File: config.mk
export PLATFORM = sky130hd
export DESIGN_NAME = datapath_flat
export DESIGN_NICKNAME = d
export VERILOG_FILES = /design/src/rtl/s1c88_pkg.sv /design/src/rtl/micro_if.sv /design/src/rtl/datapath.sv /design/src/flat_wrapper.sv
export SDC_FILE = /design/constraint.sdc
export NUM_CORES = 1
export LEC_CHECK = 0
export BUFFER_PORTS_ARGS = -buffer_cell sky130_fd_sc_hd__buf_2
export CAP_MARGIN = 10
export CORE_UTILIZATION = 40
export DETAILED_ROUTE_END_ITERATION = 7
export HOLD_SLACK_MARGIN = 0.03
export PLACE_DENSITY_LB_ADDON = 0.15
export SYNTH_ARGS = -nofsm -noshare
export SYNTH_HDL_FRONTEND = slang
export SYNTH_SLANG_ARGS = --single-unit
export TNS_END_PERCENT = 50
File: constraint.sdc
create_clock -name clk -period 3.25 [get_ports clk]
set_clock_uncertainty 0.1 [all_clocks]
set_input_delay 0.1625 -clock clk [delete_from_list [all_inputs] [get_ports clk]]
set_output_delay 0.1625 -clock clk [all_outputs]
set_load 0.02 [all_outputs]
File: src/rtl/s1c88_pkg.sv
package s1c88_pkg;

    localparam int ADDR_W = 24;
    localparam int DATA_W = 8;
    localparam logic [ADDR_W-1:0] VECTOR_ADDR = '0;
    localparam logic [DATA_W-1:0] OPEXT_PREFIX = 8'hCE;
    localparam int UPC_W = 4;
    localparam int UADDR_W = 9;
    localparam int XOP_W = 10;

    // values as driven on the S1C88 bus_status pins
    typedef enum logic [1:0] {
        BUS_IDLE      = 2'd0,
        BUS_MEM_WRITE = 2'd2,
        BUS_MEM_READ  = 2'd3
    } bus_status_t;

    typedef enum logic [2:0] {
        ST_RESET_WAIT,
        ST_VECTOR_READ,
        ST_OPEXT_READ,
        ST_IMM_READ,
        ST_EXECUTE
    } seq_state_t;

    typedef enum logic {MICRO_MISC, MICRO_BUS} micro_type_t;

    typedef enum logic [4:0] {
        REG_NONE,
        REG_IMM,
        REG_A,
        REG_BR,
        REG_EP,
        REG_ALU_A,
        REG_ALU_R
    } micro_reg_t;

    // EP:BR:ll is the only data address mode left
    typedef enum logic {ADDR_BR_LL} micro_addr_t;

    typedef enum logic [1:0] {LOP_NONE, LOP_AND, LOP_OR, LOP_XOR} logic_op_t;

    typedef struct packed {
        micro_type_t kind;
        logic_op_t   lop;
        logic        done;
        logic        nearly_done;
    } micro_head_t;

    typedef struct packed {
        micro_head_t head;
        micro_reg_t  dst;
        micro_reg_t  src;
        logic [4:0]  pad;
    } micro_misc_t;

    typedef struct packed {
        micro_head_t head;
        logic        wr;
        micro_addr_t mode;
        micro_reg_t  data;
        logic [7:0]  pad;
    } micro_bus_t;

    // the head kind tells whether a 20-bit microcode word is misc or bus
    typedef union packed {
        micro_misc_t misc;
        micro_bus_t  bus;
    } micro_op_t;

endpackage

File: src/rtl/micro_if.sv
`timescale 1ns/1ns

interface micro_if;
    import s1c88_pkg::*;

    micro_op_t op;
    logic      active;
    // end of a bus cycle that ran a micro-op
    logic      step;

    modport eng (
        output op, active,
        input  step
    );

    modport seq (
        input  op, active,
        output step
    );

    modport dp (
        input op, active, step
    );
endinterface

File: src/rtl/datapath.sv
`timescale 1ns/1ns

module datapath (
    input  logic                          clk,
    input  logic                          reset,
    input  logic [s1c88_pkg::DATA_W-1:0]  rdata,
    input  logic                          rvalid,
    input  logic [s1c88_pkg::DATA_W-1:0]  imm,
    output logic [s1c88_pkg::DATA_W-1:0]  ep,
    output logic [s1c88_pkg::DATA_W-1:0]  br,
    output logic [s1c88_pkg::DATA_W-1:0]  wdata,
    micro_if.dp                           micro
);
    import s1c88_pkg::*;

    logic [DATA_W-1:0] a, alu_a, alu_r, src;
    logic_op_t         alu_op;

    always_comb
    begin
        case (micro.op.misc.src)
            REG_IMM:   src = imm;
            REG_A:     src = a;
            REG_BR:    src = br;
            REG_EP:    src = ep;
            REG_ALU_A: src = alu_a;
            REG_ALU_R: src = alu_r;
            default:   src = '0;
        endcase
    end

    // latched memory byte combined with #nn
    always_comb
    begin
        case (alu_op)
            LOP_AND: alu_r = alu_a & imm;
            LOP_OR:  alu_r = alu_a | imm;
            LOP_XOR: alu_r = alu_a ^ imm;
            default: alu_r = alu_a;
        endcase
    end

    always_comb
    begin
        case (micro.op.bus.data)
            REG_A:     wdata = a;
            REG_IMM:   wdata = imm;
            REG_ALU_R: wdata = alu_r;
            default:   wdata = '0;
        endcase
    end

    always_ff @(posedge clk or posedge reset)
    begin
        if (reset)
        begin
            a  <= '0;
            br <= '0;
            ep <= '0;
        end
        else if (rvalid)
        begin
            case (micro.op.bus.data)
                REG_A:   a <= rdata;
                REG_BR:  br <= rdata;
                REG_EP:  ep <= rdata;
                default: ;
            endcase
        end
        else if (micro.step && micro.active && micro.op.misc.head.kind == MICRO_MISC)
        begin
            case (micro.op.misc.dst)
                REG_A:   a <= src;
                REG_BR:  br <= src;
                REG_EP:  ep <= src;
                default: ;
            endcase
        end
    end

    always_ff @(posedge clk)
    begin
        if (rvalid && micro.op.bus.data == REG_ALU_A)
        begin
            alu_a  <= rdata;
            alu_op <= micro.op.bus.head.lop;
        end
    end
endmodule

File: src/flat_wrapper.sv
// flat-port wrapper written by rule: the top's interface ports become plain ports
module datapath_flat import s1c88_pkg::*;
  (clk, reset, rdata, rvalid, imm, ep, br, wdata, micro_op, micro_active, micro_step);
  micro_if micro_i ();
  input  logic clk;
  input  logic reset;
  input  logic [s1c88_pkg::DATA_W-1:0] rdata;
  input  logic rvalid;
  input  logic [s1c88_pkg::DATA_W-1:0] imm;
  output logic [s1c88_pkg::DATA_W-1:0] ep;
  output logic [s1c88_pkg::DATA_W-1:0] br;
  output logic [s1c88_pkg::DATA_W-1:0] wdata;
  input wire logic [$bits(micro_i.op)-1:0] micro_op;
  input wire logic [$bits(micro_i.active)-1:0] micro_active;
  input wire logic [$bits(micro_i.step)-1:0] micro_step;
  assign micro_i.op = micro_op;
  assign micro_i.active = micro_active;
  assign micro_i.step = micro_step;
  datapath u_core (.clk(clk), .reset(reset), .rdata(rdata), .rvalid(rvalid), .imm(imm), .ep(ep), .br(br), .wdata(wdata), .micro(micro_i));
endmodule
==> impl_results.md <==
- Core area: 0.005956 mm2
- Post-synth EDFFs: 10
- CTS sink cnt: 34
- Clk_lat worst skew: 0.29 ns
- CP Class: reg2out
- Peak supply drop: 0.3097 mV
- TNS Setup: 0 ns
- # H-tree levels: 2
- CP peak stage delay: 0.70 ns
- Maximum root-to-sink buffer count: 2
- FF+latch count, synth: 34
- DRC: 0
- Global-route wire length before repair: 10.36 mm
- Wl on met1: 2.938 mm
- Max FO, Critical Path: 8
- Initial antenna violation count: 0
- Failing checks: hold timing
- Num CTS Buffers: 5
- Top Ports: 65
- Synthesized net count: 300
- Area share of the largest cell type after synthesis: 24.27%
- Avg Synthesized Cell Area: 10.18 um2
- Most frequent cells in the layout: buf_2 (57), inv_1 (33), nor2_1 (24), dfrtp_1 (24)
- Area contributors post-synth: dfrtp_1 (24%), edfxtp_1 (12%), ha_1 (8.1%), mux2_2 (7.3%), mux4_2 (7.3%)
- Die Span X: 80.66 um
- Max Cap Violations: 0
- Number of global-route vias before repair: 2042
- Crit path max-delay family: flip-flops
- Hold Crit Class: in2async
- Worst r2r src: u_core.alu_op[1]
- Fin nets: 364
- CTS Root Cell: clkbuf_8
- Die height: 80.66 um
- Share of cells above drive strength 1: 32.14%
- Remaining global-route overflow: 0
- Area growth syn-to-layout: 21.03%
- Final Wtd Congestion: 0.7788
- Worst hold slack: -0.009317 ns
- Worst-Margin Slew: 0.9811 ns
- Port bufs: 57
- Seq/Total Area, Yosys: 36.40%
- Buf+Inv Stages, Crit Path: 2
- Drt pass-1 iters: 5
- Total Wirelength: 6.736 mm
- Fin crit period: 2.451 ns
- Syn. warnings: 0
- # resized after CTS: 0
- Antenna fix cells: 0
- Final Setup Violations: 0
- Lkg Pwr: 1.450 nW
- Post-synth ARST share: 70.59%
- R2R Setup Slk: 0.91 ns
- Synthesized instance count: 243
- Detailed placer's ending HPWL: 4.683 mm
- CP Launch Type: flip-flop
- Area of the die: 0.006506 mm2
- Unique cell type count in the Yosys netlist: 45
- Detailed-route wire length per cell: 17.59 um
- Commonest non-fill, non-tap cell in the layout: buf_2
- Worst reg2reg endpoint: u_core.a[0]
- Metal3 WL: 375 um
- Reg2Reg Depth: 4
- Vias/cell: 5.666
- Largest net degree at the start of global routing: 25
- Slew headroom: 34.52%
- Uppermost layer routed: met4
- Crit path required time: 2.99 ns
- Yosys top cell by area: dfrtp_1
- Crit path cell chain: mux4_2 -> a222oi_1 -> inv_1 -> buf_2
- Fin. Hold Viols: 22
- WP data arrival: 2.19 ns
- PwrDens: 381.8 mW/mm2
- Initial DRC count: 186
- Initial Utilization: 41.55%
- GRT Total Usage: 21.77%
- Worst setup EP type: output port
- CTS tree: built
- Worst-path clk slew: 0.08 ns
- Final Slew Violations: 0
- RSZ-0062 raised after global routing: no
- Vias: 2170
- Rows: 28
- Dpl cells: 365
- Detail Route Antenna Nets: 0
- Outcome: complete, but fails checks
- Post-synth top flop: dfrtp_1
- Met2 routed WL: 3.320 mm
- Mapped Area: 0.002475 mm2
- Finished Layout Cells: 383
- Fin crit share: 75.43%
- Slowest-stage cell, CP: edfxtp_1
- Maximum operating frequency: 0.4079 GHz
## per-layer routing
metal | vias up | global-route usage (%)
met5 | - | 0
met4 | 0 | 7.679
met3 | 10 | 3.750
met2 | 74 | 36.95
met1 | 1061 | 27.62
li1 | 1025 | -
## power by group
group	total (W)	internal, W	leakage, nW	switching (W)
clock	0.000312	0.000147	0.0416	0.000165
combinational	0.000285	0.000126	1.01	0.000159
sequential	0.000547	0.000499	0.399	0.0000479
## Yosys cell counts (2+ instances only)
cell type	n
dfrtp_1	24
buf_2	7
or4b_1	2
or3_1	2
edfxtp_1	10
a21o_1	2
mux2_2	16
a31oi_1	9
nand4_1	2
nor2b_1	3
nor2_1	24
o211ai_2	2
a21oi_1	4
nand3b_1	4
buf_6	2
o21ai_1	3
a2111oi_2	3
ha_1	16
nor3_1	5
a22o_1	2
o21ai_0	3
inv_1	33
clkbuf_1	4
nor3b_1	2
and3_1	5
mux2i_1	9
a222oi_1	10
nand2_1	11
mux4_2	8
## registers in the layout, indices dropped and copies added, names as in the netlist
signal / flops
u_core.alu_a: 8
u_core.a: 8
u_core.ep: 8
u_core.br: 8
u_core.alu_op: 2
## worst max-delay path by stage
stage                startpoint  cells past startpoint            to  slack (ns)
2_1_floorplan   u_core.alu_a[0]                      6   u_core.a[0]        1.16
3_3_place_gp   u_core.alu_op[1]                      4  u_core.ep[0]        0.90
3_5_place_dp   u_core.alu_op[1]                      4   u_core.a[0]        0.88
4_1_cts        u_core.alu_op[1]                      4      wdata[0]        0.77
5_1_grt        u_core.alu_op[1]                      4      wdata[1]        0.68
6_report       u_core.alu_op[1]                      4      wdata[0]        0.80
## stage by stage
step                      hold WS (ns)  total power (W)  util (%)  setup slack [ns]  area (um2)
after floorplan                0.07712        0.0007236         -             1.156        2475
after global placement          0.2391        0.0008271     47.18            0.9000        2810
after detailed placement        0.2438        0.0008318     47.18            0.8792        2810
after CTS                      0.03021         0.001152     50.29            0.7685        2995
after global routing           0.06913         0.001206     50.29            0.6804        2995
final                        -0.009317         0.001144     50.29            0.7986        2995
## cell type report
type                    count  area, um2
inverters                  33      123.9
repair buffers             72      422.9
fillers                   584       2960
well taps                  75      93.84
clock buffers               5      68.82
multi-input cells         161       1369
clock inverters             3      16.27
flip-flops and latches     34      900.9
## cells by family after synthesis
family / after synthesis / share of synthesized area, %
compound gates: 43 / 14.21
fa+ha+maj: 16 / 8.089
buf+inv: 48 / 8.291
flops: 34 / 36.40
mux: 33 / 18.20
simple gates: 69 / 14.81
## timing repair
item / 4_1_cts / 5_1_grt
buffers inserted: 0 / 0
endpoints found under the hold margin: 10 / 0
hold buffers: 10 / 0
Power figures use the tool's default switching activity.
