==> config.mk <==
export PLATFORM = sky130hd
export DESIGN_NAME = bus_sequencer_flat
export DESIGN_NICKNAME = d
export VERILOG_FILES = /design/src/rtl/s1c88_pkg.sv /design/src/rtl/fetch_if.sv /design/src/rtl/micro_if.sv /design/src/rtl/bus_sequencer.sv /design/src/flat_wrapper.sv
export SDC_FILE = /design/constraint.sdc
export NUM_CORES = 1
export LEC_CHECK = 0
export BUFFER_PORTS_ARGS = -buffer_cell sky130_fd_sc_hd__clkbuf_2
export CAP_MARGIN = 30
export CELL_PAD_IN_SITES_DETAIL_PLACEMENT = 0
export CELL_PAD_IN_SITES_GLOBAL_PLACEMENT = 1
export CORE_ASPECT_RATIO = 0.8
export CORE_UTILIZATION = 31
export CTS_CLUSTER_SIZE = 8
export DETAILED_ROUTE_END_ITERATION = 12
export PLACE_DENSITY_LB_ADDON = 0.1
export SLEW_MARGIN = 20
export SYNTH_ARGS = -nofsm -noshare
export SYNTH_HDL_FRONTEND = slang
export SYNTH_SLANG_ARGS = --single-unit
==> constraint.sdc <==
create_clock -name clk -period 2.2 [get_ports clk]
set_clock_uncertainty 0.2 [all_clocks]
set_input_delay 0.44 -clock clk [delete_from_list [all_inputs] [get_ports clk]]
set_output_delay 0.44 -clock clk [all_outputs]
set_load 0.05 [all_outputs]
==> src/rtl/s1c88_pkg.sv <==
package s1c88_pkg;

    localparam int ADDR_W = 24;
    localparam int DATA_W = 8;
    localparam logic [ADDR_W-1:0] VECTOR_ADDR = '0;
    localparam logic [DATA_W-1:0] OPEXT_PREFIX = 8'hCE;
    localparam int UPC_W = 4;
    localparam int UADDR_W = 9;
    localparam int XOP_W = 10;

    // values as driven on the S1C88 bus_status pins
    typedef enum logic [1:0] {
        BUS_IDLE      = 2'd0,
        BUS_MEM_WRITE = 2'd2,
        BUS_MEM_READ  = 2'd3
    } bus_status_t;

    typedef enum logic [2:0] {
        ST_RESET_WAIT,
        ST_VECTOR_READ,
        ST_OPEXT_READ,
        ST_IMM_READ,
        ST_EXECUTE
    } seq_state_t;

    typedef enum logic {MICRO_MISC, MICRO_BUS} micro_type_t;

    typedef enum logic [4:0] {
        REG_NONE,
        REG_IMM,
        REG_A,
        REG_BR,
        REG_EP,
        REG_ALU_A,
        REG_ALU_R
    } micro_reg_t;

    // EP:BR:ll is the only data address mode left
    typedef enum logic {ADDR_BR_LL} micro_addr_t;

    typedef enum logic [1:0] {LOP_NONE, LOP_AND, LOP_OR, LOP_XOR} logic_op_t;

    typedef struct packed {
        micro_type_t kind;
        logic_op_t   lop;
        logic        done;
        logic        nearly_done;
    } micro_head_t;

    typedef struct packed {
        micro_head_t head;
        micro_reg_t  dst;
        micro_reg_t  src;
        logic [4:0]  pad;
    } micro_misc_t;

    typedef struct packed {
        micro_head_t head;
        logic        wr;
        micro_addr_t mode;
        micro_reg_t  data;
        logic [7:0]  pad;
    } micro_bus_t;

    // the head kind tells whether a 20-bit microcode word is misc or bus
    typedef union packed {
        micro_misc_t misc;
        micro_bus_t  bus;
    } micro_op_t;

endpackage

==> src/rtl/fetch_if.sv <==
`timescale 1ns/1ns

interface fetch_if;
    import s1c88_pkg::*;

    logic [DATA_W-1:0]  opcode;
    logic [DATA_W-1:0]  opext;
    logic [DATA_W-1:0]  imm;
    logic               load;
    logic               need_opext;
    // number of immediate bytes, 0 to 2
    logic [1:0]         need_imm;
    logic [UADDR_W-1:0] entry;

    modport seq (
        output opcode, opext, imm, load,
        input  need_opext, need_imm, entry
    );

    modport dec (
        input  opcode, opext,
        output need_opext, need_imm, entry
    );
endinterface

==> src/rtl/micro_if.sv <==
`timescale 1ns/1ns

interface micro_if;
    import s1c88_pkg::*;

    micro_op_t op;
    logic      active;
    // end of a bus cycle that ran a micro-op
    logic      step;

    modport eng (
        output op, active,
        input  step
    );

    modport seq (
        input  op, active,
        output step
    );

    modport dp (
        input op, active, step
    );
endinterface

==> src/rtl/bus_sequencer.sv <==
`timescale 1ns/1ns

module bus_sequencer (
    input  logic                          clk,
    input  logic                          reset,
    input  logic [s1c88_pkg::DATA_W-1:0]  data_in,
    input  logic [s1c88_pkg::DATA_W-1:0]  ep,
    input  logic [s1c88_pkg::DATA_W-1:0]  br,
    input  logic [s1c88_pkg::DATA_W-1:0]  wdata,
    output logic [s1c88_pkg::DATA_W-1:0]  data_out,
    output logic [s1c88_pkg::ADDR_W-1:0]  address_out,
    output s1c88_pkg::bus_status_t        bus_status,
    output logic                          read,
    output logic                          write,
    output logic                          sync,
    output logic                          pk,
    output logic [s1c88_pkg::DATA_W-1:0]  rdata,
    output logic                          rvalid,
    fetch_if.seq                          fetch,
    micro_if.seq                          micro
);
    import s1c88_pkg::*;

    seq_state_t        state;
    logic              wait_cnt;
    logic              vec_hi;
    logic              fetching;
    logic              imm_first;
    logic              imm_left;
    logic [15:0]       pc;
    logic [DATA_W-1:0] opcode_q, opext_q, ll_q, imm_q;
    logic              byte_rd, last_byte, bus_op, mem_rd, mem_wr;

    // bytes completing this cycle reach the decoder before the edge
    assign fetch.opcode = (pk && fetching) ? data_in : opcode_q;
    assign fetch.opext  = (pk && state == ST_OPEXT_READ) ? data_in : opext_q;
    assign fetch.imm    = imm_q;

    assign byte_rd   = fetching || state inside {ST_VECTOR_READ, ST_OPEXT_READ, ST_IMM_READ};
    assign last_byte = (fetching && !fetch.need_opext && fetch.need_imm == 2'd0)
                    || (state == ST_OPEXT_READ && fetch.need_imm == 2'd0)
                    || (state == ST_IMM_READ && !imm_left);
    assign bus_op = state == ST_EXECUTE && !fetching && micro.active
                 && micro.op.bus.head.kind == MICRO_BUS;
    assign mem_rd = bus_op && !micro.op.bus.wr;
    assign mem_wr = bus_op && micro.op.bus.wr;

    assign fetch.load = pk && last_byte;
    assign micro.step = pk && state == ST_EXECUTE && micro.active;

    assign read     = !pk && (byte_rd || mem_rd);
    assign write    = !pk && mem_wr;
    assign sync     = !pk && fetching;
    assign data_out = mem_wr ? wdata : '1;
    assign rdata    = data_in;
    assign rvalid   = pk && mem_rd;

    always_comb
    begin
        if (byte_rd || mem_rd)
            bus_status = BUS_MEM_READ;
        else if (mem_wr)
            bus_status = BUS_MEM_WRITE;
        else
            bus_status = BUS_IDLE;
    end

    always_comb
    begin
        if (state == ST_RESET_WAIT)
            address_out = '1;
        else if (state == ST_VECTOR_READ)
            address_out = VECTOR_ADDR + ADDR_W'(vec_hi);
        else if (bus_op && micro.op.bus.mode == ADDR_BR_LL)
            address_out = {ep, br, ll_q};
        else
            address_out = {{(ADDR_W-16){1'b0}}, pc};
    end

    always_ff @(posedge clk or posedge reset)
    begin
        if (reset)
        begin
            state     <= ST_RESET_WAIT;
            wait_cnt  <= 1'b0;
            pk        <= 1'b0;
            vec_hi    <= 1'b0;
            fetching  <= 1'b0;
            imm_first <= 1'b0;
            imm_left  <= 1'b0;
            pc        <= '0;
        end
        else if (state == ST_RESET_WAIT)
        begin
            wait_cnt <= wait_cnt + 1'b1;
            if (wait_cnt)
                state <= ST_VECTOR_READ;
        end
        else
        begin
            pk <= ~pk;
            // decisions for the next bus cycle are made at the end of the data phase
            if (pk)
            begin
                if (byte_rd && state != ST_VECTOR_READ)
                    pc <= pc + 16'd1;
                imm_first <= 1'b0;
                if (state == ST_VECTOR_READ)
                begin
                    vec_hi <= 1'b1;
                    if (vec_hi)
                    begin
                        pc[15:8] <= data_in;
                        state    <= ST_EXECUTE;
                        fetching <= 1'b1;
                    end
                    else
                        pc[7:0] <= data_in;
                end
                else if (fetching || state == ST_OPEXT_READ)
                begin
                    fetching <= 1'b0;
                    if (fetching && fetch.need_opext)
                        state <= ST_OPEXT_READ;
                    else if (fetch.need_imm != 2'd0)
                    begin
                        state     <= ST_IMM_READ;
                        imm_first <= 1'b1;
                        imm_left  <= fetch.need_imm == 2'd2;
                    end
                    else
                        state <= ST_EXECUTE;
                end
                else if (state == ST_IMM_READ)
                begin
                    imm_left <= 1'b0;
                    if (!imm_left)
                        state <= ST_EXECUTE;
                end
                else if (micro.op.misc.head.done || micro.op.misc.head.nearly_done)
                    fetching <= 1'b1;
            end
        end
    end

    // captured instruction bytes, ll is always the first immediate
    always_ff @(posedge clk)
    begin
        if (pk && fetching)
            opcode_q <= data_in;
        if (pk && state == ST_OPEXT_READ)
            opext_q <= data_in;
        if (pk && state == ST_IMM_READ)
        begin
            imm_q <= data_in;
            if (imm_first)
                ll_q <= data_in;
        end
    end
endmodule

==> src/flat_wrapper.sv <==
// flat-port wrapper written by rule: the top's interface ports become plain ports
module bus_sequencer_flat import s1c88_pkg::*;
  (clk, reset, data_in, ep, br, wdata, data_out, address_out, bus_status, read, write, sync, pk, rdata, rvalid, fetch_opcode, fetch_opext, fetch_imm, fetch_load, fetch_need_opext, fetch_need_imm, fetch_entry, micro_op, micro_active, micro_step);
  fetch_if fetch_i ();
  micro_if micro_i ();
  input  logic clk;
  input  logic reset;
  input  logic [s1c88_pkg::DATA_W-1:0] data_in;
  input  logic [s1c88_pkg::DATA_W-1:0] ep;
  input  logic [s1c88_pkg::DATA_W-1:0] br;
  input  logic [s1c88_pkg::DATA_W-1:0] wdata;
  output logic [s1c88_pkg::DATA_W-1:0] data_out;
  output logic [s1c88_pkg::ADDR_W-1:0] address_out;
  output s1c88_pkg::bus_status_t bus_status;
  output logic read;
  output logic write;
  output logic sync;
  output logic pk;
  output logic [s1c88_pkg::DATA_W-1:0] rdata;
  output logic rvalid;
  output wire logic [$bits(fetch_i.opcode)-1:0] fetch_opcode;
  output wire logic [$bits(fetch_i.opext)-1:0] fetch_opext;
  output wire logic [$bits(fetch_i.imm)-1:0] fetch_imm;
  output wire logic [$bits(fetch_i.load)-1:0] fetch_load;
  input wire logic [$bits(fetch_i.need_opext)-1:0] fetch_need_opext;
  input wire logic [$bits(fetch_i.need_imm)-1:0] fetch_need_imm;
  input wire logic [$bits(fetch_i.entry)-1:0] fetch_entry;
  input wire logic [$bits(micro_i.op)-1:0] micro_op;
  input wire logic [$bits(micro_i.active)-1:0] micro_active;
  output wire logic [$bits(micro_i.step)-1:0] micro_step;
  assign fetch_opcode = fetch_i.opcode;
  assign fetch_opext = fetch_i.opext;
  assign fetch_imm = fetch_i.imm;
  assign fetch_load = fetch_i.load;
  assign fetch_i.need_opext = fetch_need_opext;
  assign fetch_i.need_imm = fetch_need_imm;
  assign fetch_i.entry = fetch_entry;
  assign micro_i.op = micro_op;
  assign micro_i.active = micro_active;
  assign micro_step = micro_i.step;
  bus_sequencer u_core (.clk(clk), .reset(reset), .data_in(data_in), .ep(ep), .br(br), .wdata(wdata), .data_out(data_out), .address_out(address_out), .bus_status(bus_status), .read(read), .write(write), .sync(sync), .pk(pk), .rdata(rdata), .rvalid(rvalid), .fetch(fetch_i), .micro(micro_i));
endmodule
==> results by group <==
Detailed routing
  • Initial drt markers: 184
  • DRC Markers: 0
  • Final WL: between 10000 and 15000 um
  • Via density: approximately 5
  • Initial DRT Pass Iterations: 4
  • Vias post-DR: approximately 3300
  • Routed wire per std cell: 16.7 um
  • Routed Antenna Nets: 0

Global route
  • Largest net degree at the start of global routing: 26
  • Vias in the first global route: around 3100
  • Overall routing resource usage: 0.208
  • GRT overflow: 0
  • Initial antenna violation count: 0
  • First-pass GRT wire length: roughly 17000 um

Clock tree
  • Maximum clock path buffer count: 2
  • CTS buffer count: 9
  • Clock slew at the register clock pins of the worst setup and hold paths: approximately 0.050 ns
  • CTS sink cnt: 57
  • TritonCTS clock tree: yes
  • Root Buffer: clkbuf_16
  • Htree depth: 3
  • Later-pin clock latency in the skew report: around 0.32 ns

Outcome
  • Status: finished with violations
  • Failing checks: negative setup slack

Critical path
  • Crit. End Element: primary output
  • CP arrival: about 1.9 ns
  • CP Launch Type: register
  • Worst Path Buf+Inv: 3
  • R2R Setup Slk: ~0.040 ns
  • Worst EP required: 1.56 ns
  • Top cell family by delay on the critical path: simple AND/OR/NAND/NOR gates
  • WS Path Type: register to primary output
  • Crit path max fanout: 7
  • Crit path largest cell delay: around 0.41 ns
  • Critical path's slowest cell: dfrtp_1
  • CP Cell Sequence: nor2_4 > nand4_1 > buf_6 > nor2_4 > buf_6 > nand2_1 > a31oi_4 > buf_12

Place
  • Placement Cell Area: roughly 0.0046 mm2
  • Dpl hpwl: approximately 7300 um
  • Gpl congestion: about 0.8
  • I/O Buffers: 115
  • Dpl cells: slightly above 600

Finish
  • Multi-input gate area: approximately 0.0021 mm2
  • P&R area growth vs syn: 87.5%
  • Register Area: ~0.0014 mm2
  • Layout Cells excl Fill: about 650
  • Fraction of layout cells with a size suffix above 1: 0.587
  • Diodes inserted: 0
  • Final Instance Area: between 0.005 and 0.006 mm2
  • Nets@finish: about 570
  • Filler Cell Count: around 780
  • Most frequent cells in the layout: clkbuf_2, buf_4, buf_8
  • Commonest non-fill, non-tap cell in the layout: clkbuf_2

Synth
  • Mapped Nets: between 400 and 500
  • Synth area leader: dfrtp_1
  • Number of synthesized flops with an enable pin: 16
  • Synth warn: 0
  • Fraction of registers with async set/reset: 0.439
  • Synth area leaders: dfrtp_1, edfxtp_1, dfxtp_1
  • Top-area cell type share of the netlist area: 0.200
  • Mean Syn Cell Area: just over 9 um2
  • Synth Instances: between 300 and 400
  • Cell Area, Synth: ~0.0031 mm2
  • Synth Flop Type: dfrtp_1
  • Post-synth cell types: just under 50
  • Sequential share of the synthesized area: 0.457
  • Post-synthesis register bit count: 57

Timing
  • Max Clk Rate: 401 MHz
  • Slew margin rel.: 0.686
  • Fin. max-slew vios: 0
  • RSZ-0062 raised after global routing: true
  • Final setup vio count: 45
  • Fin crit period: 2.50 ns
  • Final Hold Fails: 0
  • Tcrit/Tclk final: 1.13
  • Least-Margin Pin Slew: ~0.47 ns
  • Final setup margin: -0.296 ns

Flow run
  • Max Cap Viol: 0

Die
  • Height of the die: around 90 um
  • Initial core utilization: 0.321
  • # IOs: 140
  • Die ar.: between 0.01 and 0.015 mm2
  • Die Wd: 114 um
  • Rows: 32
  • Core ar.: a little under 0.01 mm2

Power and ir drop
  • Sequential power share: 0.169
  • Sw power: ~5 mW
  • Clock share of power: 0.133
  • Leak Pwr: roughly 2.5 nW
  • Cell-internal power: about 5.6 mW
  • Max IR drop VDD: 0.00136 V
  • Sw Share: 0.464
  • Power Dens Cells: about 1800 mW/mm2
  • Combinational power share: 0.698

Worst hold path
  • Hold Crit Class: input pin to register
state kept, by name (all words and copies together) (netlist names):
| name | count |
|---|---|
| u_core.pc | 16 |
| u_core.fetch.imm | 8 |
| u_core.ll_q | 8 |
| u_core.opcode_q | 8 |
| u_core.opext_q | 8 |
| u_core.state | 3 |
| u_core.fetching | 1 |
| u_core.imm_first | 1 |
| u_core.imm_left | 1 |
| u_core.pk | 1 |
| u_core.vec_hi | 1 |
| u_core.wait_cnt | 1 |
stage by stage:
step,TNS [ns],power [mW],setup WS [ns],hold slack [ns],utilization
2_1_floorplan,-4.11,5.95,-0.223,0.242,-
3_3_place_gp,-4.73,7.59,-0.200,0.255,0.475
3_5_place_dp,-5.18,7.62,-0.225,0.255,0.475
4_1_cts,-11.45,10.1,-0.305,0.199,0.576
5_1_grt,-13.90,11.0,-0.389,0.221,0.602
6_report,-10.39,10.5,-0.296,0.208,0.602
final cells by class:
type	instances	area share
multi-input cells	252	0.364
repair buffers	178	0.305
flip-flops and latches	57	0.244
clock buffers	12	0.0477
well taps	136	0.0291
clock inverters	4	0.00556
inverters	6	0.00427
synth_stat cells (4+ instances only):
library cell / count
dfxtp_1: 16
buf_2: 7
nand2_1: 51
o21ai_1: 4
or2_2: 10
a211oi_1: 7
o22ai_1: 9
dfrtp_1: 25
a21o_1: 10
a31oi_1: 19
a311oi_1: 4
mux2_2: 16
inv_1: 6
a21oi_1: 16
nor3_1: 10
or3_1: 4
nand3_1: 4
and3_1: 5
clkbuf_1: 11
and2_1: 5
nand2b_1: 4
edfxtp_1: 16
o21ai_0: 9
buf_4: 9
nor2_1: 25
power groups by stage:
stage	Combinational (mW)	Sequential [mW]	Clock [mW]
floorplan	4.18	1.77	0
global placement	5.84	1.75	0
detailed placement	5.87	1.75	0
CTS	6.88	1.75	1.43
global route	7.72	1.82	1.48
finish	7.35	1.78	1.40
repair_timing:
action                     4_1_cts  5_1_grt
gates cloned                     3        1
gates resized for setup        140       86
setup endpoints to repair       55       64
pin swaps                       11        8
hold endpoints to repair        25        0
hold buffers                     1        0
buffers inserted                 7        4
final timing paths:
path | start | end | cells after the start
max in group asynchronous | reset | u_core.pk$_DFFE_PP0N_ | 4
worst max-delay path | u_core.state[0]$_DFFE_PP0P_ | address_out[11] | 8
worst max register to register | u_core.state[1]$_DFFE_PP0P_ | u_core.state[0]$_DFFE_PP0P_ | 10
worst min register to register | u_core.opcode_q[4]$_DFF_P_ | u_core.opcode_q[4]$_DFF_P_ | 1
min in group asynchronous | reset | u_core.imm_left$_DFFE_PP0P_ | 4
worst min-delay path | fetch_need_imm[1] | u_core.imm_left$_DFFE_PP0P_ | 3
worst reg2reg max path, stage by stage, from the launching register on:
cell	delay, ns
dfrtp_1	0.41
buf_6	0.14
buf_6	0.12
nor3b_4	0.26
buf_4	0.16
buf_6	0.10
buf_6	0.11
nand2b_4	0.06
buf_6	0.14
o211ai_1	0.15
mux2i_1	0.22
routing by layer:
metal | global-route usage | part of all wire | vias up
met1 | 0.300 | 0.47 | 1557
met5 | 0 | 0 | -
met4 | 0.0390 | 0.0059 | 0
met3 | 0.0549 | 0.068 | 10
met2 | 0.314 | 0.45 | 143
li1 | - | - | 1575
cell families (layout without fill, tap and decap cells):
| kind of cell | after synthesis | in the layout | share of synthesized area |
|---|---|---|---|
| AOI/OAI and AO/OA | 92 | 92 | 0.193 |
| xor gates and xnor gates | 2 | 2 | 0.00561 |
| adders and majority gates | 1 | 1 | 0.00401 |
| buffers and inverters | 34 | 200 | 0.0545 |
| DFF | 57 | 57 | 0.457 |
| muxes | 19 | 19 | 0.0673 |
| and+or+nand+nor | 136 | 138 | 0.219 |
No activity file was read; power rests on OpenSTA's default activity.
