`src/rtl/s1c88_pkg.sv`:
```
package s1c88_pkg;

    localparam int ADDR_W = 24;
    localparam int DATA_W = 8;
    localparam logic [ADDR_W-1:0] VECTOR_ADDR = '0;
    localparam logic [DATA_W-1:0] OPEXT_PREFIX = 8'hCE;
    localparam int UPC_W = 4;
    localparam int UADDR_W = 9;
    localparam int XOP_W = 10;

    // values as driven on the S1C88 bus_status pins
    typedef enum logic [1:0] {
        BUS_IDLE      = 2'd0,
        BUS_MEM_WRITE = 2'd2,
        BUS_MEM_READ  = 2'd3
    } bus_status_t;

    typedef enum logic [2:0] {
        ST_RESET_WAIT,
        ST_VECTOR_READ,
        ST_OPEXT_READ,
        ST_IMM_READ,
        ST_EXECUTE
    } seq_state_t;

    typedef enum logic {MICRO_MISC, MICRO_BUS} micro_type_t;

    typedef enum logic [4:0] {
        REG_NONE,
        REG_IMM,
        REG_A,
        REG_BR,
        REG_EP,
        REG_ALU_A,
        REG_ALU_R
    } micro_reg_t;

    // EP:BR:ll is the only data address mode left
    typedef enum logic {ADDR_BR_LL} micro_addr_t;

    typedef enum logic [1:0] {LOP_NONE, LOP_AND, LOP_OR, LOP_XOR} logic_op_t;

    typedef struct packed {
        micro_type_t kind;
        logic_op_t   lop;
        logic        done;
        logic        nearly_done;
    } micro_head_t;

    typedef struct packed {
        micro_head_t head;
        micro_reg_t  dst;
        micro_reg_t  src;
        logic [4:0]  pad;
    } micro_misc_t;

    typedef struct packed {
        micro_head_t head;
        logic        wr;
        micro_addr_t mode;
        micro_reg_t  data;
        logic [7:0]  pad;
    } micro_bus_t;

    // the head kind tells whether a 20-bit microcode word is misc or bus
    typedef union packed {
        micro_misc_t misc;
        micro_bus_t  bus;
    } micro_op_t;

endpackage

```
`src/rtl/fetch_if.sv`:
```
`timescale 1ns/1ns

interface fetch_if;
    import s1c88_pkg::*;

    logic [DATA_W-1:0]  opcode;
    logic [DATA_W-1:0]  opext;
    logic [DATA_W-1:0]  imm;
    logic               load;
    logic               need_opext;
    // number of immediate bytes, 0 to 2
    logic [1:0]         need_imm;
    logic [UADDR_W-1:0] entry;

    modport seq (
        output opcode, opext, imm, load,
        input  need_opext, need_imm, entry
    );

    modport dec (
        input  opcode, opext,
        output need_opext, need_imm, entry
    );
endinterface

```
`src/rtl/instruction_decoder.sv`:
```
`timescale 1ns/1ns

module instruction_decoder (
    fetch_if.dec fetch
);
    import s1c88_pkg::*;

    logic [XOP_W-1:0] xop;

    assign fetch.need_opext = fetch.opcode == OPEXT_PREFIX;

    // 0xCE selects the second opcode page
    assign xop = fetch.need_opext ? {2'b01, fetch.opext} : {2'b00, fetch.opcode};

    always_comb
    begin
        case (xop)
            10'h0B4: fetch.need_imm = 2'd1;
            10'h1C5: fetch.need_imm = 2'd1;
            10'h044: fetch.need_imm = 2'd1;
            10'h07C: fetch.need_imm = 2'd1;
            10'h0DD, 10'h0D8, 10'h0D9, 10'h0DA:
                fetch.need_imm = 2'd2;
            default: fetch.need_imm = 2'd0;
        endcase
    end

    // translation table, unknown codes run the no-op at entry 0
    always_comb
    begin
        case (xop)
            10'h0B4: fetch.entry = UADDR_W'(1);
            10'h1C5: fetch.entry = UADDR_W'(2);
            10'h044: fetch.entry = UADDR_W'(3);
            10'h07C: fetch.entry = UADDR_W'(5);
            10'h0DD: fetch.entry = UADDR_W'(6);
            10'h0D8: fetch.entry = UADDR_W'(7);
            10'h0D9: fetch.entry = UADDR_W'(9);
            10'h0DA: fetch.entry = UADDR_W'(11);
            default: fetch.entry = '0;
        endcase
    end
endmodule

```
`src/flat_wrapper.sv`:
```
// flat-port wrapper written by rule: the top's interface ports become plain ports
module instruction_decoder_flat import s1c88_pkg::*;
  (fetch_opcode, fetch_opext, fetch_need_opext, fetch_need_imm, fetch_entry);
  fetch_if fetch_i ();
  input wire logic [$bits(fetch_i.opcode)-1:0] fetch_opcode;
  input wire logic [$bits(fetch_i.opext)-1:0] fetch_opext;
  output wire logic [$bits(fetch_i.need_opext)-1:0] fetch_need_opext;
  output wire logic [$bits(fetch_i.need_imm)-1:0] fetch_need_imm;
  output wire logic [$bits(fetch_i.entry)-1:0] fetch_entry;
  assign fetch_i.opcode = fetch_opcode;
  assign fetch_i.opext = fetch_opext;
  assign fetch_need_opext = fetch_i.need_opext;
  assign fetch_need_imm = fetch_i.need_imm;
  assign fetch_entry = fetch_i.entry;
  instruction_decoder u_core (.fetch(fetch_i));
endmodule
```
`config.mk`:
```
export PLATFORM = sky130hd
export DESIGN_NAME = instruction_decoder_flat
export DESIGN_NICKNAME = d
export VERILOG_FILES = /design/src/rtl/s1c88_pkg.sv /design/src/rtl/fetch_if.sv /design/src/rtl/instruction_decoder.sv /design/src/flat_wrapper.sv
export SDC_FILE = /design/constraint.sdc
export NUM_CORES = 1
export LEC_CHECK = 0
export ABC_AREA = 1
export BUFFER_PORTS_ARGS = -buffer_cell sky130_fd_sc_hd__buf_2
export CAP_MARGIN = 20
export CORE_AREA = 5 5 42 44
export DETAILED_ROUTE_END_ITERATION = 7
export DIE_AREA = 0 0 47 49
export PLACE_DENSITY = 0.77
export SKIP_LAST_GASP = 1
export SYNTH_ARGS = -nofsm -noshare
export SYNTH_HDL_FRONTEND = slang
export SYNTH_SLANG_ARGS = --single-unit
```
`constraint.sdc`:
```
create_clock -name vclk -period 1.5
set_input_delay 0.075 -clock vclk [all_inputs]
set_output_delay 0.075 -clock vclk [all_outputs]
set_load 0.01 [all_outputs]
```
==> results of run 1 <==
==> routing by layer <==
layer,GRT usage [%],part of all wire [%]
met2,23.08,59
met3,0,3.1
met1,13.70,38
met5,0,0
met4,0,0
==> cell type report <==
cell class	instances	area, sq um	share of cell area, %
Timing Repair Buffer	23	115.1	18.36
Inverter	11	41.29	6.587
Multi-Input combinational cell	82	450.4	71.86
Tap cell	16	20.02	3.194
==> worst max-delay path, stage by stage <==
cell                      delay, ns
sky130_fd_sc_hd__buf_2         0.10
sky130_fd_sc_hd__inv_2         0.07
sky130_fd_sc_hd__nand2_4       0.09
sky130_fd_sc_hd__nor2_8        0.19
sky130_fd_sc_hd__nand3_2       0.12
sky130_fd_sc_hd__a21oi_2       0.19
sky130_fd_sc_hd__nand2_1       0.09
sky130_fd_sc_hd__nand2_1       0.09
sky130_fd_sc_hd__nand2_2       0.06
sky130_fd_sc_hd__o21ai_1       0.08
sky130_fd_sc_hd__buf_2         0.15
==> timing repair <==
action	in CTS	in global routing
buffers inserted	0	0
gates resized for setup	0	2
setup endpoints to repair	0	5
endpoints found under the hold margin	0	0
==> logic make-up (layout without fill, tap and decap cells) <==
kind of cell,count (synthesis),count (layout),share of synthesized area (%)
simple gates,74,74,80.00
compound gates,3,3,3.704
buf+inv,16,34,15.56
other cells,1,5,0.7400
==> cell usage after synthesis <==
master,n,area share (%)
sky130_fd_sc_hd__buf_4,5,7.4
sky130_fd_sc_hd__o21ai_1,2,2.0
sky130_fd_sc_hd__a21oi_2,1,1.7
sky130_fd_sc_hd__nor2_1,13,9.6
sky130_fd_sc_hd__inv_1,5,3.7
sky130_fd_sc_hd__nand3_2,3,5.9
sky130_fd_sc_hd__nand2_4,1,2.2
sky130_fd_sc_hd__nand3b_1,3,4.4
sky130_fd_sc_hd__nor2_4,1,2.2
sky130_fd_sc_hd__conb_1,1,0.74
sky130_fd_sc_hd__nand3_1,13,13
sky130_fd_sc_hd__nor3_1,1,0.99
sky130_fd_sc_hd__nor2_8,2,7.9
sky130_fd_sc_hd__nand2_1,24,18
sky130_fd_sc_hd__nand2_2,8,9.9
sky130_fd_sc_hd__inv_2,6,4.4
sky130_fd_sc_hd__nor2_2,5,6.2
==> cell usage in the layout, fill, tap and decap left out <==
cell	count
sky130_fd_sc_hd__nor3_1	1
sky130_fd_sc_hd__nor2_4	2
sky130_fd_sc_hd__o21ai_1	2
sky130_fd_sc_hd__inv_1	5
sky130_fd_sc_hd__nand3_1	13
sky130_fd_sc_hd__nand3_2	3
sky130_fd_sc_hd__nand2_1	23
sky130_fd_sc_hd__nor2_8	2
sky130_fd_sc_hd__nand2_2	9
sky130_fd_sc_hd__conb_1	5
sky130_fd_sc_hd__inv_2	6
sky130_fd_sc_hd__nand3b_1	3
sky130_fd_sc_hd__a21oi_2	1
sky130_fd_sc_hd__nor2_2	4
sky130_fd_sc_hd__nand2_4	1
sky130_fd_sc_hd__nor2_1	13
sky130_fd_sc_hd__buf_2	23
==> power breakdown <==
part           switching (mW)  leakage, nW  internal (mW)  total [mW]
logic                  0.0740        0.378         0.0407       0.115
registers                   0            0              0           0
clock network               0            0              0           0
==> worst paths after layout <==
kind,end,slack [ns],depth (start not counted)
worst min-delay path,fetch_entry[2],0.64,5
worst max-delay path,fetch_entry[2],0.11,11
==> flow_metrics.env, run 1 <==
export IMPL_io_pins=28
export IMPL_fin_area_sq_um=626.9
export IMPL_num_fill_cells=168
export IMPL_first_pass_iters=4
export IMPL_crit_path_start="fetch_opcode[0]"
export IMPL_finalPower_mw=0.1147
export IMPL_achievable_frequency_mhz=720.6
export IMPL_timing_final_max_slew_violations=0
export IMPL_grt_first_pass_wirelength_microns=2180
export IMPL_synthesis_instances=94
export IMPL_initial_drc_count=6
export IMPL_cap_viol_max_count=0
export IMPL_count_of_antenna_diodes_in_the_layout=0
export IMPL_grt_antenna_before_repair=0
export IMPL_postCtsHoldBufs=0
export IMPL_pwr_density_cell_nw_per_um2=183.0
export IMPL_critical_path_arrival_ns=1.31
export IMPL_ant_nets=0
export IMPL_routed_wl_microns=1256
export IMPL_floorplan_die_height_microns=49
export IMPL_final_cell_count_no_fill=132
export IMPL_holdWs_ns=0.6357
export IMPL_postLayoutCoreUtil_pct=44.73
export IMPL_die_area_sq_um=2303
export IMPL_maximum_number_of_pins_on_one_net_before_global_route_repair=10
export IMPL_hold_viol=0
export IMPL_synth_distinct_cells=17
export IMPL_total_congestion_overflow=0
export IMPL_drt_drc_violations_left=0
export IMPL_routedWlPerCell_microns=9.515
export IMPL_clockBufferCount=0
export IMPL_drive_above_1_share_pct=43.97
export IMPL_period_share_pct=92.52
export IMPL_grt_pass1_vias=580
export IMPL_final_setup_worst_slack_ns=0.1122
export IMPL_globalplace_congestion=0.8224
export IMPL_post_drt_via_cell_ratio=4.795
export IMPL_peakVddDrop_mv=0.08685
export IMPL_globalRouteTotalUtil_pct=11.58
export IMPL_area_growth_from_synthesis_to_final_layout_pct=23.70
export IMPL_synth_warning_count=0
export IMPL_via_count=633
export IMPL_syn_cell_area_sq_um=506.7
export IMPL_worst_path_max_fanout=9
export IMPL_place_worst_setup_slack_ns=0.07305
export IMPL_net_count_final=134
export IMPL_die_w_microns=47
export IMPL_crit_path_start_kind="input pin"
export IMPL_seq_area_sq_um=0
export IMPL_hpwl_microns=1131
export IMPL_worstSetupEndpointType="output port"
export IMPL_hp_start="fetch_opcode[7]"
export IMPL_synthesis_area_per_instance_sq_um=5.391
export IMPL_timing_setup_tns_ns=0
export IMPL_critical_path_required_ns=1.42
export IMPL_synth_sequential_area_ratio_pct=0
export IMPL_initial_utilization_pct=36.16
export IMPL_hold_path_class="in -> out"
export IMPL_setup_violations_final=0
export IMPL_seq_cell_count=0
export IMPL_place_inst=132
export IMPL_place_port_buffers=23
export IMPL_min_period_ns=1.388
export IMPL_num_rows=14
export IMPL_placement_cell_area_sq_um=619.3
export IMPL_rsz_0062_raised_after_global_routing="no"
export IMPL_status="completed"
export IMPL_fp_coreArea_sq_um=1401
export IMPL_setup_worst_path_class="in -> out"
export IMPL_p_leak_nw=0.3776
No activity file was read; power rests on OpenSTA's default activity.
==> run 2, diff against run 1 <==
- BUFFER_PORTS_ARGS: -buffer_cell sky130_fd_sc_hd__buf_2 -> -buffer_cell sky130_fd_sc_hd__buf_4
- GPL_ROUTABILITY_DRIVEN: default -> 0
==> run 2 against run 1 <==
Against the previous run:
- total power increased by 11%
- combinational power increased by 11%
- worst hold slack got worse by 0.020 ns
- final area increased by 9.2%
- routed wire length decreased by 1.7%
- cell count unchanged
- critical path depth unchanged
==> flow_metrics.env, run 2 (synthesized netlist as in run 1, its figures left out) <==
export IMPL_status="completed"
export IMPL_timing_final_max_slew_violations=0
export IMPL_setup_worst_path_class="in -> out"
export IMPL_crit_path_start_kind="input pin"
export IMPL_io_pins=28
export IMPL_count_of_antenna_diodes_in_the_layout=0
export IMPL_globalRouteTotalUtil_pct=11.09
export IMPL_min_period_ns=1.366
export IMPL_floorplan_die_height_microns=49
export IMPL_peakVddDrop_mv=0.1137
export IMPL_routed_wl_microns=1235
export IMPL_timing_setup_tns_ns=0
export IMPL_maximum_number_of_pins_on_one_net_before_global_route_repair=10
export IMPL_net_count_final=134
export IMPL_placement_cell_area_sq_um=676.9
export IMPL_period_share_pct=91.08
export IMPL_critical_path_required_ns=1.42
export IMPL_p_leak_nw=0.3907
export IMPL_fin_area_sq_um=684.4
export IMPL_postLayoutCoreUtil_pct=48.84
export IMPL_die_area_sq_um=2303
export IMPL_grt_antenna_before_repair=0
export IMPL_most_common_layout_cells="sky130_fd_sc_hd__nand2_1 (23), sky130_fd_sc_hd__buf_4 (23), sky130_fd_sc_hd__nand3_1 (13), sky130_fd_sc_hd__nor2_1 (13), sky130_fd_sc_hd__nand2_2 (9)"
export IMPL_post_drt_via_cell_ratio=4.697
export IMPL_hold_viol=0
export IMPL_post_cts_repair_setup_buffers=0
export IMPL_total_congestion_overflow=0
export IMPL_setup_violations_final=0
export IMPL_seq_area_sq_um=0
export IMPL_grt_first_pass_wirelength_microns=2111
export IMPL_rsz_0062_raised_after_global_routing="no"
export IMPL_worst_path_max_fanout=9
export IMPL_first_pass_iters=4
export IMPL_cap_viol_max_count=0
export IMPL_hpwl_microns=1108
export IMPL_wl_met3_microns=33
export IMPL_ant_nets=0
export IMPL_postCtsHoldBufs=0
export IMPL_drt_met1_wl_microns=501
export IMPL_area_growth_from_synthesis_to_final_layout_pct=35.06
export IMPL_grt_pass1_vias=567
export IMPL_drive_above_1_share_pct=43.97
export IMPL_fp_coreArea_sq_um=1401
export IMPL_met2_wirelength_microns=700
export IMPL_initial_utilization_pct=36.16
export IMPL_initial_drc_count=7
export IMPL_routedWlPerCell_microns=9.356
export IMPL_pwr_density_cell_nw_per_um2=186.4
export IMPL_num_fill_cells=160
export IMPL_clockBufferCount=0
export IMPL_num_rows=14
export IMPL_top_layer_used="met3"
export IMPL_cts_repair_resize_count=0
export IMPL_hold_path_class="in -> out"
export IMPL_worstSetupEndpointType="output port"
export IMPL_drt_drc_violations_left=0
export IMPL_die_w_microns=47
export IMPL_place_port_buffers=23
export IMPL_achievable_frequency_mhz=732.0
export IMPL_seq_cell_count=0
export IMPL_via_count=620
export IMPL_critical_path_arrival_ns=1.29
run 2: cell count changes in the layout (fill, tap and decap cells not counted):
cell and delta:
sky130_fd_sc_hd__buf_2 -23, sky130_fd_sc_hd__buf_4 +23
run 2: layout make-up:
type                            count  area [sq um]  share of cell area, %
Inverter                           11         41.29                  6.033
Multi-Input combinational cell     82         450.4                  65.81
Tap cell                           16         20.02                  2.925
Timing Repair Buffer               23         172.7                  25.23
run 2: path summary, 6_finish.rpt:
path                        start              to  slack, ns  cells past startpoint
hold / removal    fetch_opcode[2]  fetch_entry[3]       0.62                      5
setup / recovery  fetch_opcode[0]  fetch_entry[2]       0.13                     11
run 2: layer usage:
| layer | GRT usage, % | up-vias |
|---|---|---|
| met3 | 0.3690 | 0 |
| li1 | - | 332 |
| met2 | 21.49 | 7 |
| met4 | 0 | 0 |
| met1 | 13.48 | 281 |
| met5 | 0 | - |
run 2: worst max-delay path: stages:
cell	delay (ns)
sky130_fd_sc_hd__buf_4	0.11
sky130_fd_sc_hd__inv_2	0.07
sky130_fd_sc_hd__nand2_4	0.09
sky130_fd_sc_hd__nor2_8	0.18
sky130_fd_sc_hd__nand3_2	0.12
sky130_fd_sc_hd__a21oi_2	0.19
sky130_fd_sc_hd__nand2_1	0.10
sky130_fd_sc_hd__nand2_1	0.08
sky130_fd_sc_hd__nand2_2	0.06
sky130_fd_sc_hd__o21ai_1	0.08
sky130_fd_sc_hd__buf_4	0.14
run 2: where the power goes:
group	total, mW	internal, mW	switching (mW)
clock network	0	0	0
registers	0	0	0
logic	0.128	0.0534	0.0741
total	0.128	0.0534	0.0741
run 2: per-stage QoR:
step / setup slack (ns) / instances / power [mW] / hold WS (ns)
after floorplan: 0.4217 / 98 / 0.08316 / 0.3501
after CTS: 0.1106 / 132 / 0.1251 / 0.6131
after global placement: 0.1266 / 132 / 0.1228 / 0.6010
after detailed placement: 0.1081 / 132 / 0.1247 / 0.6138
after global routing: 0.006224 / 132 / 0.1408 / 0.6669
final: 0.1339 / 132 / 0.1276 / 0.6161
==> run 3, diff against run 2 <==
==> constraint.sdc (replaced) <==
create_clock -name vclk -period 1.5
set_input_delay 0.075 -clock vclk [all_inputs]
set_output_delay 0.075 -clock vclk [all_outputs]
set_load 0.02 [all_outputs]
==> run 3 against run 2 <==
Against the previous run:
- total power grew 19%
- die area is the same
- non-clock buffer count up 5
- worst setup slack worse by 0.073 ns
- via count grew 8.5%
- global-route usage increased by 0.98 points
- first-iteration DRC count rose by 71%
- core utilization is 5.6 points higher
- final area increased by 12%
- critical path type unchanged
- critical endpoint is now fetch_entry[3]
==> flow_metrics.env, run 3 (synthesized netlist as in run 1, its figures left out) <==
export IMPL_grt_first_pass_wirelength_microns=2283
export IMPL_critical_path_required_ns=1.42
export IMPL_ant_nets=0
export IMPL_min_period_ns=1.439
export IMPL_initial_drc_count=12
export IMPL_hold_path_end="fetch_entry[3]"
export IMPL_floorplan_die_height_microns=49
export IMPL_comb_power_share_pct=100.0
export IMPL_num_fill_cells=151
export IMPL_swShare_pct=59.45
export IMPL_p_seq_share_pct=0
export IMPL_cap_viol_max_count=0
export IMPL_place_inst=132
export IMPL_total_switching_power_mw=0.08997
export IMPL_drt_drc_violations_left=0
export IMPL_setup_violations_final=0
export IMPL_routed_wl_microns=1547
export IMPL_postCtsHoldBufs=0
export IMPL_first_pass_iters=5
export IMPL_die_w_microns=47
export IMPL_internal_power_mw=0.06137
export IMPL_place_worst_setup_slack_ns=0.06670
export IMPL_setup_worst_path_class="in -> out"
export IMPL_io_pins=28
export IMPL_area_growth_from_synthesis_to_final_layout_pct=50.62
export IMPL_hpwl_microns=1191
export IMPL_post_drt_via_cell_ratio=4.912
export IMPL_rsz_0062_raised_after_global_routing="yes"
export IMPL_peakVddDrop_mv=0.1091
export IMPL_worstSetupEndpointType="output port"
export IMPL_routedWlPerCell_microns=11.29
export IMPL_period_share_pct=95.93
export IMPL_clockBufferCount=0
export IMPL_timing_final_max_slew_violations=0
export IMPL_globalRouteTotalUtil_pct=12.07
export IMPL_grt_antenna_before_repair=0
export IMPL_grt_pass1_vias=620
export IMPL_place_port_buffers=23
export IMPL_seq_cell_count=0
export IMPL_seq_area_sq_um=0
export IMPL_placement_cell_area_sq_um=676.9
export IMPL_power_share_clock_pct=0
export IMPL_crit_path_start_kind="input pin"
export IMPL_status="completed"
export IMPL_final_common_cell="sky130_fd_sc_hd__buf_4"
export IMPL_initial_utilization_pct=36.16
export IMPL_maximum_number_of_pins_on_one_net_before_global_route_repair=10
export IMPL_hold_path_class="in -> out"
export IMPL_count_of_antenna_diodes_in_the_layout=0
export IMPL_finalPower_mw=0.1513
export IMPL_critical_path_arrival_ns=1.36
export IMPL_final_cell_count_no_fill=137
export IMPL_pwr_density_cell_nw_per_um2=198.3
export IMPL_hold_viol=0
export IMPL_net_count_final=139
export IMPL_p_leak_nw=0.4258
export IMPL_hp_start="fetch_opcode[2]"
export IMPL_fp_coreArea_sq_um=1401
export IMPL_die_area_sq_um=2303
export IMPL_num_rows=14
export IMPL_final_setup_worst_slack_ns=0.06111
export IMPL_min_delay_path_depth=5
export IMPL_fin_area_sq_um=763.2
export IMPL_worst_path_max_fanout=5
export IMPL_via_count=673
export IMPL_most_common_layout_cells="sky130_fd_sc_hd__buf_4 (27), sky130_fd_sc_hd__nand2_1 (20), sky130_fd_sc_hd__nand3_1 (13), sky130_fd_sc_hd__nor2_1 (13), sky130_fd_sc_hd__nand2_2 (11)"
export IMPL_total_congestion_overflow=0
export IMPL_drive_above_1_share_pct=50.41
export IMPL_achievable_frequency_mhz=695.0
[run 3: power by group through the flow]
stage	registers, mW	logic (mW)	clock network [mW]
floorplan	0	0.0904	0
global placement	0	0.131	0
detailed placement	0	0.133	0
CTS	0	0.133	0
global route	0	0.165	0
finish	0	0.151	0
[run 3: how the worst max path moves through the flow]
| stage | start | endpoint | slack (ns) | depth (start not counted) |
|---|---|---|---|---|
| 2_1_floorplan | fetch_opcode[5] | fetch_need_imm[1] | 0.31 | 9 |
| 6_report | fetch_opcode[5] | fetch_entry[3] | 0.06 | 13 |
| 5_1_grt | fetch_opcode[5] | fetch_need_imm[0] | -0.03 | 11 |
| 4_1_cts | fetch_opcode[5] | fetch_entry[2] | 0.06 | 11 |
| 3_5_place_dp | fetch_opcode[5] | fetch_entry[2] | 0.07 | 11 |
| 3_3_place_gp | fetch_opcode[5] | fetch_entry[2] | 0.11 | 11 |
[run 3: stage by stage]
stage	setup TNS, ns	hold slack, ns	utilization, %
floorplan	0	0.3831	-
CTS	0	0.6307	48.30
detailed placement	0	0.6306	48.30
global placement	0	0.6179	48.30
finish	0	0.6372	54.46
global route	-0.1466	0.6699	54.46
[run 3: timing repair]
action / in CTS / in global routing
gates resized for setup: 0 / 12
endpoints found under the setup margin: 0 / 5
setup buffers: 0 / 5
hold endpoints to repair: 0 / 0
[run 3: cell type report]
class / instances / area, sq um / area share (%)
well taps: 16 / 20.02 / 2.623
inverters: 11 / 41.29 / 5.410
multi-input cells: 82 / 479.2 / 62.79
repair buffers: 28 / 222.7 / 29.18
[run 3: critical path, stage by stage]
cell and delay, ns:
sky130_fd_sc_hd__buf_4 0.11, sky130_fd_sc_hd__inv_2 0.08, sky130_fd_sc_hd__nand2_4 0.09, sky130_fd_sc_hd__nor2_8 0.13
sky130_fd_sc_hd__buf_12 0.12, sky130_fd_sc_hd__nand3_2 0.06, sky130_fd_sc_hd__nand2_2 0.10, sky130_fd_sc_hd__inv_2 0.04
sky130_fd_sc_hd__nor2_2 0.08, sky130_fd_sc_hd__nand2_2 0.08, sky130_fd_sc_hd__buf_4 0.14, sky130_fd_sc_hd__nor2_1 0.11
sky130_fd_sc_hd__buf_4 0.15
[run 3: routing by layer]
metal / up-vias / global-route usage [%] / wire length [microns]
met1: 295 / 14.13 / 575
met3: 4 / 0.3690 / 84
met2: 33 / 23.30 / 880
li1: 341 / - / -
met5: - / 0 / 0
met4: 0 / 1.382 / 6
